<file path="config.mk">
export PLATFORM = sky130hd
export DESIGN_NAME = dbg_uart_tx_top
export DESIGN_NICKNAME = d
export VERILOG_FILES = /design/src/dbg_tx_pkg.sv /design/src/dbg_fifo.sv /design/src/dbg_frame_fsm.sv /design/src/hex_ascii_encoder.sv /design/src/baud_tick_timer.sv /design/src/uart_tx_shifter.sv /design/src/dbg_uart_tx_top.sv
export VERILOG_INCLUDE_DIRS = /design/src /design/src/src
export SDC_FILE = /design/constraint.sdc
export NUM_CORES = 1
export LEC_CHECK = 0
export ABC_AREA = 1
export BUFFER_PORTS_ARGS = -buffer_cell sky130_fd_sc_hd__buf_2
export CELL_PAD_IN_SITES_DETAIL_PLACEMENT = 1
export CELL_PAD_IN_SITES_GLOBAL_PLACEMENT = 2
export CORE_ASPECT_RATIO = 1.5
export CORE_UTILIZATION = 47
export CTS_BUF_LIST = sky130_fd_sc_hd__clkbuf_8
export DETAILED_ROUTE_END_ITERATION = 16
export PLACE_DENSITY_LB_ADDON = 0.1
export SKIP_LAST_GASP = 1
export SYNTH_ARGS = -nofsm -noshare
export SYNTH_HDL_FRONTEND = slang
export SYNTH_SLANG_ARGS = --single-unit
</file>
<file path="constraint.sdc">
create_clock -name iCLOCK -period 5.5 [get_ports iCLOCK]
set_input_delay 1.375 -clock iCLOCK [delete_from_list [all_inputs] [get_ports iCLOCK]]
set_output_delay 1.375 -clock iCLOCK [all_outputs]
set_load 0.01 [all_outputs]
</file>
<file path="src/dbg_tx_config.svh">
`ifndef DBG_TX_CONFIG_SVH
`define DBG_TX_CONFIG_SVH

// Frame marker characters.
`define DBG_START_CHAR 8'h24
`define DBG_SPLIT_CHAR 8'h2C
`define DBG_STOP_CHAR 8'h0A

// Clock cycles per serial bit.
`define DBG_BAUD_DIV 8

// Queue depths.
`define DBG_REQ_DEPTH 4
`define DBG_CHAR_DEPTH 4

`endif

</file>
<file path="src/dbg_tx_pkg.sv">
`default_nettype none

package dbg_tx_pkg;

	// One debug frame as pushed by the host.
	typedef struct packed {
		logic start_en;
		logic split_en;
		logic stop_en;
		logic [31:0] word;
	} frame_req_t;

	typedef logic [7:0] uart_char_t;

	// Formatter states.
	typedef enum logic [2:0] {
		IDLE = 3'd0,
		START = 3'd1,
		DIGIT = 3'd2,
		SPLIT = 3'd3,
		STOP = 3'd4
	} frame_state_t;

endpackage

`default_nettype wire

</file>
<file path="src/dbg_fifo.sv">
`default_nettype none

module dbg_fifo #(
	parameter type T = logic [7:0],
	parameter int DEPTH = 4
)(
	input wire logic iCLOCK,
	input wire logic inRESET,
	input wire logic push,
	input wire T push_data,
	input wire logic pop,
	output T pop_data,
	output logic full,
	output logic not_empty
);
	localparam int PTR_W = (DEPTH > 1) ? $clog2(DEPTH) : 1;
	localparam logic [PTR_W-1:0] LAST_PTR = PTR_W'(DEPTH - 1);
	localparam logic [PTR_W:0] FULL_COUNT = (PTR_W + 1)'(DEPTH);

	T mem [DEPTH];
	logic [PTR_W-1:0] wr_ptr;
	logic [PTR_W-1:0] rd_ptr;
	logic [PTR_W:0] count;

	function automatic logic [PTR_W-1:0] ptr_next(input logic [PTR_W-1:0] ptr);
		return (ptr == LAST_PTR) ? '0 : ptr + 1'b1;
	endfunction

	assign full = (count == FULL_COUNT);
	assign not_empty = (count != '0);
	// Head is visible in the same cycle as pop.
	assign pop_data = mem[rd_ptr];

	always_ff @(posedge iCLOCK) begin
		if (push) begin
			mem[wr_ptr] <= push_data;
		end
	end

	always_ff @(posedge iCLOCK or negedge inRESET) begin
		if (!inRESET) begin
			wr_ptr <= '0;
			rd_ptr <= '0;
			count <= '0;
		end else begin
			if (push) begin
				wr_ptr <= ptr_next(wr_ptr);
			end
			if (pop) begin
				rd_ptr <= ptr_next(rd_ptr);
			end
			case ({push, pop})
				2'b10: count <= count + 1'b1;
				2'b01: count <= count - 1'b1;
				default: count <= count;
			endcase
		end
	end

	// Writer must respect full.
	assert property (@(posedge iCLOCK) disable iff (!inRESET) push |-> !full);
	// Reader must respect not_empty.
	assert property (@(posedge iCLOCK) disable iff (!inRESET) pop |-> not_empty);

endmodule

`default_nettype wire

</file>
<file path="src/dbg_frame_fsm.sv">
`default_nettype none

`include "dbg_tx_config.svh"

module dbg_frame_fsm import dbg_tx_pkg::*; (
	input wire logic iCLOCK,
	input wire logic inRESET,
	input wire logic req_valid,
	input wire frame_req_t req_head,
	output logic pop,
	output logic [2:0] digit_index,
	input wire uart_char_t digit_char,
	input wire logic char_full,
	output logic char_push,
	output uart_char_t char_data
);
	frame_state_t state;
	frame_state_t state_next;
	logic split_en;
	logic stop_en;
	logic last_digit;

	assign pop = (state == IDLE) && req_valid;
	// One character per cycle while the queue has room.
	assign char_push = (state != IDLE) && !char_full;
	assign last_digit = (digit_index == 3'd7);

	always_comb begin
		state_next = state;
		case (state)
			IDLE: begin
				if (req_valid) begin
					state_next = req_head.start_en ? START : DIGIT;
				end
			end
			START: begin
				state_next = DIGIT;
			end
			DIGIT: begin
				if (last_digit) begin
					if (split_en) begin
						state_next = SPLIT;
					end else begin
						state_next = stop_en ? STOP : IDLE;
					end
				end
			end
			SPLIT: begin
				state_next = stop_en ? STOP : IDLE;
			end
			default: begin
				state_next = IDLE;
			end
		endcase
	end

	always_comb begin
		case (state)
			START: char_data = `DBG_START_CHAR;
			SPLIT: char_data = `DBG_SPLIT_CHAR;
			STOP: char_data = `DBG_STOP_CHAR;
			default: char_data = digit_char;
		endcase
	end

	always_ff @(posedge iCLOCK or negedge inRESET) begin
		if (!inRESET) begin
			state <= IDLE;
			digit_index <= 3'd0;
			split_en <= 1'b0;
			stop_en <= 1'b0;
		end else if (pop) begin
			state <= state_next;
			digit_index <= 3'd0;
			split_en <= req_head.split_en;
			stop_en <= req_head.stop_en;
		end else if (char_push) begin
			state <= state_next;
			// Wraps back to 0 after the last digit.
			if (state == DIGIT) begin
				digit_index <= digit_index + 3'd1;
			end
		end
	end

	// Digit characters are upper-case hex.
	assert property (@(posedge iCLOCK) disable iff (!inRESET)
		(char_push && state == DIGIT) |->
			(char_data inside {[8'h30:8'h39], [8'h41:8'h46]}));

	// Digit index is back at 0 between frames.
	assert property (@(posedge iCLOCK) disable iff (!inRESET)
		(state == IDLE) |-> (digit_index == 3'd0));

endmodule

`default_nettype wire

</file>
<file path="src/hex_ascii_encoder.sv">
`default_nettype none

module hex_ascii_encoder import dbg_tx_pkg::*; (
	input wire logic iCLOCK,
	input wire logic inRESET,
	input wire logic load,
	input wire logic [31:0] word,
	input wire logic [2:0] digit_index,
	output uart_char_t digit_char
);
	logic [31:0] word_q;
	logic [4:0] bit_base;
	logic [3:0] nibble;

	// Index 0 selects the top nibble.
	assign bit_base = {3'd7 - digit_index, 2'b00};
	assign nibble = word_q[bit_base +: 4];

	// 8'h37 is 'A' minus ten.
	assign digit_char = (nibble > 4'd9) ? 8'h37 + {4'h0, nibble}
		: 8'h30 + {4'h0, nibble};

	always_ff @(posedge iCLOCK or negedge inRESET) begin
		if (!inRESET) begin
			word_q <= 32'h0;
		end else if (load) begin
			word_q <= word;
		end
	end

endmodule

`default_nettype wire

</file>
<file path="src/baud_tick_timer.sv">
`default_nettype none

module baud_tick_timer #(
	parameter int DIVISOR = 8
)(
	input wire logic iCLOCK,
	input wire logic inRESET,
	input wire logic restart,
	output logic tick
);
	localparam int CNT_W = (DIVISOR > 1) ? $clog2(DIVISOR) : 1;
	localparam logic [CNT_W-1:0] RELOAD = CNT_W'(DIVISOR - 1);

	logic [CNT_W-1:0] count;

	// Tick lands DIVISOR cycles after restart, then every DIVISOR cycles.
	assign tick = (count == '0);

	always_ff @(posedge iCLOCK or negedge inRESET) begin
		if (!inRESET) begin
			count <= RELOAD;
		end else if (restart || tick) begin
			count <= RELOAD;
		end else begin
			count <= count - 1'b1;
		end
	end

endmodule

`default_nettype wire

</file>
<file path="src/uart_tx_shifter.sv">
`default_nettype none

module uart_tx_shifter import dbg_tx_pkg::*; (
	input wire logic iCLOCK,
	input wire logic inRESET,
	input wire logic char_ready,
	input wire uart_char_t char_in,
	output logic char_pop,
	output logic restart,
	input wire logic tick,
	output logic txd
);
	logic [9:0] frame_q;
	logic [3:0] bit_cnt;
	logic busy;

	assign char_pop = !busy && char_ready;
	assign restart = char_pop;
	// Line follows the low end of the frame and rests high when idle.
	assign txd = frame_q[0];

	always_ff @(posedge iCLOCK or negedge inRESET) begin
		if (!inRESET) begin
			frame_q <= '1;
			bit_cnt <= 4'd0;
			busy <= 1'b0;
		end else if (char_pop) begin
			// Stop bit, data LSB first, start bit.
			frame_q <= {1'b1, char_in, 1'b0};
			bit_cnt <= 4'd0;
			busy <= 1'b1;
		end else if (busy && tick) begin
			frame_q <= {1'b1, frame_q[9:1]};
			if (bit_cnt == 4'd9) begin
				busy <= 1'b0;
				bit_cnt <= 4'd0;
			end else begin
				bit_cnt <= bit_cnt + 4'd1;
			end
		end
	end

	// Start bit stays low until the first tick.
	assert property (@(posedge iCLOCK) disable iff (!inRESET)
		(busy && bit_cnt == 4'd0) |-> !txd);

	// Line is back high after the stop bit's tick.
	assert property (@(posedge iCLOCK) disable iff (!inRESET)
		(busy && tick && bit_cnt == 4'd9) |=> (!busy && txd));

endmodule

`default_nettype wire

</file>
<file path="src/dbg_uart_tx_top.sv">
`default_nettype none

`include "dbg_tx_config.svh"

module dbg_uart_tx_top import dbg_tx_pkg::*; (
	input wire logic iCLOCK,
	input wire logic inRESET,
	input wire logic req,
	input wire frame_req_t frame,
	output logic full,
	output logic txd
);
	logic req_valid;
	logic req_pop;
	frame_req_t req_head;
	logic [2:0] digit_index;
	uart_char_t digit_char;
	logic char_full;
	logic char_push;
	uart_char_t char_data;
	logic char_ready;
	logic char_pop;
	uart_char_t char_head;
	logic restart;
	logic tick;

	dbg_fifo #(
		.T(frame_req_t),
		.DEPTH(`DBG_REQ_DEPTH)
	) req_fifo (
		.iCLOCK(iCLOCK),
		.inRESET(inRESET),
		.push(req),
		.push_data(frame),
		.pop(req_pop),
		.pop_data(req_head),
		.full(full),
		.not_empty(req_valid)
	);

	dbg_frame_fsm frame_fsm (
		.iCLOCK(iCLOCK),
		.inRESET(inRESET),
		.req_valid(req_valid),
		.req_head(req_head),
		.pop(req_pop),
		.digit_index(digit_index),
		.digit_char(digit_char),
		.char_full(char_full),
		.char_push(char_push),
		.char_data(char_data)
	);

	// Word is captured on the same pulse that pops the frame.
	hex_ascii_encoder encoder (
		.iCLOCK(iCLOCK),
		.inRESET(inRESET),
		.load(req_pop),
		.word(req_head.word),
		.digit_index(digit_index),
		.digit_char(digit_char)
	);

	dbg_fifo #(
		.T(uart_char_t),
		.DEPTH(`DBG_CHAR_DEPTH)
	) char_fifo (
		.iCLOCK(iCLOCK),
		.inRESET(inRESET),
		.push(char_push),
		.push_data(char_data),
		.pop(char_pop),
		.pop_data(char_head),
		.full(char_full),
		.not_empty(char_ready)
	);

	baud_tick_timer #(
		.DIVISOR(`DBG_BAUD_DIV)
	) baud_timer (
		.iCLOCK(iCLOCK),
		.inRESET(inRESET),
		.restart(restart),
		.tick(tick)
	);

	uart_tx_shifter shifter (
		.iCLOCK(iCLOCK),
		.inRESET(inRESET),
		.char_ready(char_ready),
		.char_in(char_head),
		.char_pop(char_pop),
		.restart(restart),
		.tick(tick),
		.txd(txd)
	);

endmodule

`default_nettype wire

</file>
## Word level (Yosys, flattened, before mapping)

Memory sizes are Yosys's and may differ from the RTL's.
Cells that the tools add are included.

- Reductions and logical operators: 20
- Muxes and demuxes: 32
- Shift-type cells: 1
- Equality and inequality tests: 16
- Magnitude comparators: 1
- Add/sub/neg operators: 14

Operators with widths:

| kind | count |
|---|---|
| $shiftx A32 B6 Y4 | 1 |
| $mux W3 | 10 |
| $pmux W8 S3 | 1 |
| $mux W10 | 2 |
| $add A6 B4 Y7 const A | 2 |
| $eq A2 B2 Y1 const B | 6 |
| $eq A3 B3 Y1 const B | 4 |
| $mux W4 | 3 |
| $pmux W3 S2 | 2 |
| $pmux W3 S4 | 1 |
| $reduce_bool A2 Y1 | 6 |
| $mux W2 | 5 |
| $add A3 B1 Y3 const B | 3 |
| $reduce_bool A3 Y1 | 3 |
| $sub A3 B1 Y3 const B | 3 |
| $add A2 B1 Y2 const B | 4 |
| $mux W8 | 1 |
| $mux W1 | 7 |
| $eq A3 B2 Y1 const B | 2 |
| $logic_not A3 Y1 | 2 |
| $add A4 B1 Y4 const B | 1 |
| $eq A2 B1 Y1 const B | 2 |
| $eq A4 B4 Y1 const B | 1 |
| $gt A4 B4 Y1 const B | 1 |
| other kinds (6) | 11 |

- Register bits: 72
- Memories kept: 2
- Input bits: 38
- Output and inout port bits: 2
- Memory bits (writable): 172
- Word-level logic and storage cells: 101

Memories:

| name | words | width | rd ports | clocked after memory_dff | wr ports | RTL line | RTL |
|---|---|---|---|---|---|---|---|
| req_fifo.mem | 4 | 35 | 1 | 0 | 1 | dbg_fifo.sv:20 | `T mem [DEPTH];` |
| char_fifo.mem | 4 | 8 | 1 | 0 | 1 | dbg_fifo.sv:20 |  |

## Logic depth before layout (Yosys ltp)

- Depth after elaboration: 6
- Depth in mapped cells: 17

## Cells and area by module

A second synthesis with hierarchy kept.

- Cells, all modules: 1013
- Area total of the unflattened synthesis: 10904.2 um^2

Modules (own cells, without submodules):

| module | cells each | instances | area each (um^2) |
|---|---|---|---|
| dbg_fifo (req_fifo) | 462 | 1 | 6015.8 |
| hex_ascii_encoder | 216 | 1 | 1769.2 |
| dbg_fifo (char_fifo) | 163 | 1 | 1761.7 |
| uart_tx_shifter | 81 | 1 | 698.2 |
| dbg_frame_fsm | 79 | 1 | 526.8 |
| baud_tick_timer | 12 | 1 | 132.6 |

## Worst setup path after synthesis

OpenSTA, ideal clock, no wires.

- Path kind: in2reg
- Start point: input req
- End point: memory req_fifo.mem[0][0] in the netlist's numbering (enable)
- Arrival time: 2.371 ns
- Required time: 5.110 ns
- Stages on the path: 3
- Slack: 2.740 ns
- Buffers on the path: 1
- Setup time: 0.390 ns
- Cells stage by stage: clkbuf_1 > nand2_1 > inv_1

- Cells in the longest elaborated chain, start to end: 2

Ends and longest elaborated chain:

| what | RTL line | RTL |
|---|---|---|
| start: declaration | dbg_uart_tx_top.sv:8 | `input wire logic req,` |
| $mux W1 | dbg_fifo.sv:35 | `if (push) begin` |
| $mux W1 (not written as such) | dbg_fifo.sv:36 | `mem[wr_ptr] <= push_data;` |
| end: declaration | dbg_fifo.sv:20 |  |

Every way passes these cells.

## Final worst setup path

- Start point: register frame_fsm.digit_index[0]
- End point: memory char_fifo.mem[2][3] in the netlist's numbering (data pin)

- Cells in the longest elaborated chain, start to end: 5
- Elaborated cells on any way between the ends: 7
- Those cells by class: add/sub: 3; order compare: 1; shift: 1; mux: 2

Ends and longest elaborated chain:

| what | RTL line | RTL |
|---|---|---|
| start: declaration | dbg_frame_fsm.sv:11 | `output logic [2:0] digit_index,` |
| start signal: assignment | dbg_frame_fsm.sv:81 | `digit_index <= digit_index + 3'd1;` |
| $sub A3 B3 Y3 * | hex_ascii_encoder.sv:16 | `assign bit_base = {3'd7 - digit_index, 2'b00};` |
| $shiftx A32 B6 Y4 * | hex_ascii_encoder.sv:17 | `assign nibble = word_q[bit_base +: 4];` |
| $add A6 B4 Y7 (tied with other cells) | hex_ascii_encoder.sv:21 | `: 8'h30 + {4'h0, nibble};` |
| $mux W8 * | hex_ascii_encoder.sv:20 | `assign digit_char = (nibble > 4'd9) ? 8'h37 + {4'h0, nibble}` |
| $pmux W8 S3 * | dbg_frame_fsm.sv:58 | `case (state)` |
| named net char_data[3] | dbg_uart_tx_top.sv:20 | `uart_char_t char_data;` |
| end: declaration | dbg_fifo.sv:20 |  |

Mark *: on every way through the listed nets, which the timed path passes. The rest lies on a longest branch.

==> results.md <==
* Worst-path clk slew at 60 ps
* Layout area overhead at 11.59%
* PortBufs at 39
* DRT Wirelength at 22160 µm
* Clock Tree Buf Depth at 3
* Worst Max-Slew Pin Slew at 1167 ps
* FF+latch area at 0.006838 mm²
* Hold Crit Class: register to register
* H-Tree Depth at 2
* Synth Area per Inst at 11.46 µm²
* Fin Hold WS at 469.3 ps
* Most common cell after layout, fill and taps aside: edfxtp_1
* TritonCTS clock tree: yes
* Grt total ovfl at 0
* Slew headroom at 22.11%
* Antenna violations before repair at 1
* Final instance area at 0.01112 mm²
* Core Util, Final at 54.02%
* Most frequent cells in the layout: edfxtp_1, nand2_1, o21ai_0
* RSZ-0062 raised after global routing: false
* Largest net degree at the start of global routing at 74
* Critical path class: register to register
* Clock Latency Late Sink at 520 ps
* Top cell by count, worst path: nand2_1
* Multi-input gate area at approximately 0.0026 mm²
* WL per Instance at about 18 µm
* Synth warn at 0
* Buf+Inv Stages, Crit Path at 2
* Synth Cell Area at 0.009962 mm²
* Max-cap violation count at 0
* Sink Count at 239
* Antenna cells at 0
* First-pass GRT wire length at 36180 µm
* CTS root buffer: clkbuf_8
* Status: completed
* Num rows at 64
* Clock Skew at 22.03 ps
* Synth cell types at 38
* Post-DRT Antenna Nets at 0
* Syn nets at 929
* Die X-Extent at 120.9 µm
* # hold bufs at CTS at 0
* Core area at between 0.02 and 0.025 mm²
* Final net count at 978
* Pwr Density at 615.9 mW/mm²
* Largest delay share family, worst path: simple AND/OR/NAND/NOR gates
* Post-CTS Resized at 0
* Data arrival, critical path at 2980 ps
* DR pass1 iterations at 4
* Detail Placement HPWL at 14180 µm
* GRT Total Usage at 21.52%
* Setup crit end kind: register
* Die area at 0.02179 mm²
* Final Power at roughly 0.007 W
* Slew Limit Fails at 0
* Die boundary height at 180.3 µm
* Avg Vias per Cell at 5.317
* Final min period at 2748 ps
* Setup TNS at 0 ps
* Iteration-0 DRC Markers at 234
* CP peak stage delay at 830 ps
* Leakage at 4.449 nW
* Slowest CP cell: dfrtp_1
* # Post-CTS Setup Buffers at 0
* CP cell instances: inv_6, nand2_1, nand3_1, nand2_1, nand2_1, nand2_1, inv_1, ha_1, or2_2, nand3_2, nand2_4, nand2_2, nand2_1, nand2_1, nand2_1
* Crit-path max FO at 20
* CTS buffer count at 38
* Starting Density at roughly 48%
* Fmax at 0.3640 GHz
* Syn Inst Count at 869
* Tcrit/Tclk final at about 50%
* Via count at between 6000 and 7000
* GP Congestion at slightly below 0.8
* Critical Path RT at roughly 5700 ps
* Final Setup Violations at 0
* Post-route DRC at 0
* Area post-placement at 0.01034 mm²
* Fillers at 2193
* Synth Register Bits at 239
* Peak supply drop at 0.0003267 V
* I/O pin count at 40
* Post-synthesis sequential area ratio at 68.63%
* Fin. Hold Viols at 0
* Share of cells above drive strength 1 at roughly 14%
* Startpoint types: register
* Vias in the first global route at 7310
[registers in the layout (all words and copies together) (netlist names)]
name and cells:
req_fifo.mem 140, encoder.word_q 32, char_fifo.mem 28, shifter.frame_q 9, shifter.bit_cnt 4, baud_timer.count 3, char_fifo.count 3, frame_fsm.digit_index 3
frame_fsm.state 3, req_fifo.count 3, char_fifo.rd_ptr 2, char_fifo.wr_ptr 2, req_fifo.rd_ptr 2, req_fifo.wr_ptr 2, frame_fsm.split_en 1, frame_fsm.stop_en 1
shifter.busy 1
[synthesized netlist by cell type]
cell type / number / share of area, %
o22a_1: 1 / 0.088
buf_2: 13 / 0.65
o21ai_2: 1 / 0.088
ha_1: 20 / 2.5
o22ai_1: 38 / 2.4
buf_8: 2 / 0.30
nand2_4: 1 / 0.11
xor2_1: 3 / 0.26
buf_6: 2 / 0.23
o221ai_1: 6 / 0.53
nor2_1: 107 / 4.0
o21ai_0: 122 / 6.1
nand3_2: 2 / 0.20
nand2_1: 127 / 4.8
o211ai_1: 2 / 0.15
o211ai_2: 1 / 0.13
o21ai_1: 15 / 0.75
nor2_4: 2 / 0.23
nand3_4: 1 / 0.18
a21oi_4: 1 / 0.16
a31oi_1: 3 / 0.19
clkinv_2: 1 / 0.050
dfstp_2: 12 / 3.2
xnor2_1: 2 / 0.18
nand3_1: 29 / 1.5
inv_1: 78 / 2.9
nor3_1: 4 / 0.20
nand2_2: 5 / 0.31
inv_2: 8 / 0.30
or2_2: 1 / 0.063
a21oi_1: 6 / 0.30
edfxtp_1: 168 / 51
clkbuf_1: 19 / 0.72
fa_1: 2 / 0.40
buf_4: 2 / 0.15
dfrtp_1: 59 / 15
nand4_1: 2 / 0.13
inv_6: 1 / 0.088
[per-stage QoR]
| stage | cells | setup slack (ps) |
|---|---|---|
| CTS | 1210 | 2718 |
| global route | 1210 | 2485 |
| detailed placement | 1142 | 2761 |
| global placement | 1142 | 2767 |
| floorplan | 869 | 2740 |
| finish | 1210 | 2752 |
[tightest hold or removal path, cell delays in order (launching register included)]
cell and delay (ps):
dfstp_2 370, nand2_1 60, nand2_1 40
[final cells by class]
cell class,count,share of cell area (%)
clock inverters,28,1.992
flip-flops and latches,239,61.51
well taps,264,2.971
inverters,88,3.028
repair buffers,47,2.296
clock buffers,40,4.952
multi-input cells,504,23.25
[where the power goes]
group / total [W] / switching (W) / internal (W)
clock network: 0.00154 / 0.000676 / 0.000864
logic: 0.00248 / 0.00175 / 0.000730
registers: 0.00283 / 0.000220 / 0.00261
[worst paths after layout]
check / start / to / slack (ps) / cells after the start
max: frame_fsm.digit_index[0] / char_fifo.mem[2][3] / 2750 / 15
min: shifter.frame_q[8] / shifter.frame_q[8] / 470 / 2
max reg2reg: frame_fsm.digit_index[0] / char_fifo.mem[2][3] / 2750 / 15
min reg2reg: shifter.frame_q[8] / shifter.frame_q[8] / 470 / 2
max in group asynchronous: inRESET / req_fifo.rd_ptr[0] / 3540 / 2
min in group asynchronous: inRESET / shifter.bit_cnt[3] / 860 / 1
[per-layer routing]
layer	track usage, %	vias to the layer above	wire length [µm]
met5	0	-	8
met1	22.18	3205	8378
met3	3.513	46	605
met4	7.259	2	532
met2	42.54	88	12630
li1	-	3093	-
[cells by family (layout without fill, tap and decap cells)]
| group | after synthesis | in the layout | share of synthesized area [%] |
|---|---|---|---|
| adder cells (fa/ha/maj) | 22 | 22 | 2.914 |
| buffers and inverters | 126 | 203 | 5.426 |
| XOR/XNOR | 5 | 5 | 0.4397 |
| AND/OR/NAND/NOR | 281 | 281 | 11.69 |
| flip-flops | 239 | 239 | 68.63 |
| AO/OA/AOI/OAI | 196 | 196 | 10.90 |
(Power assumes the default switching activity.)
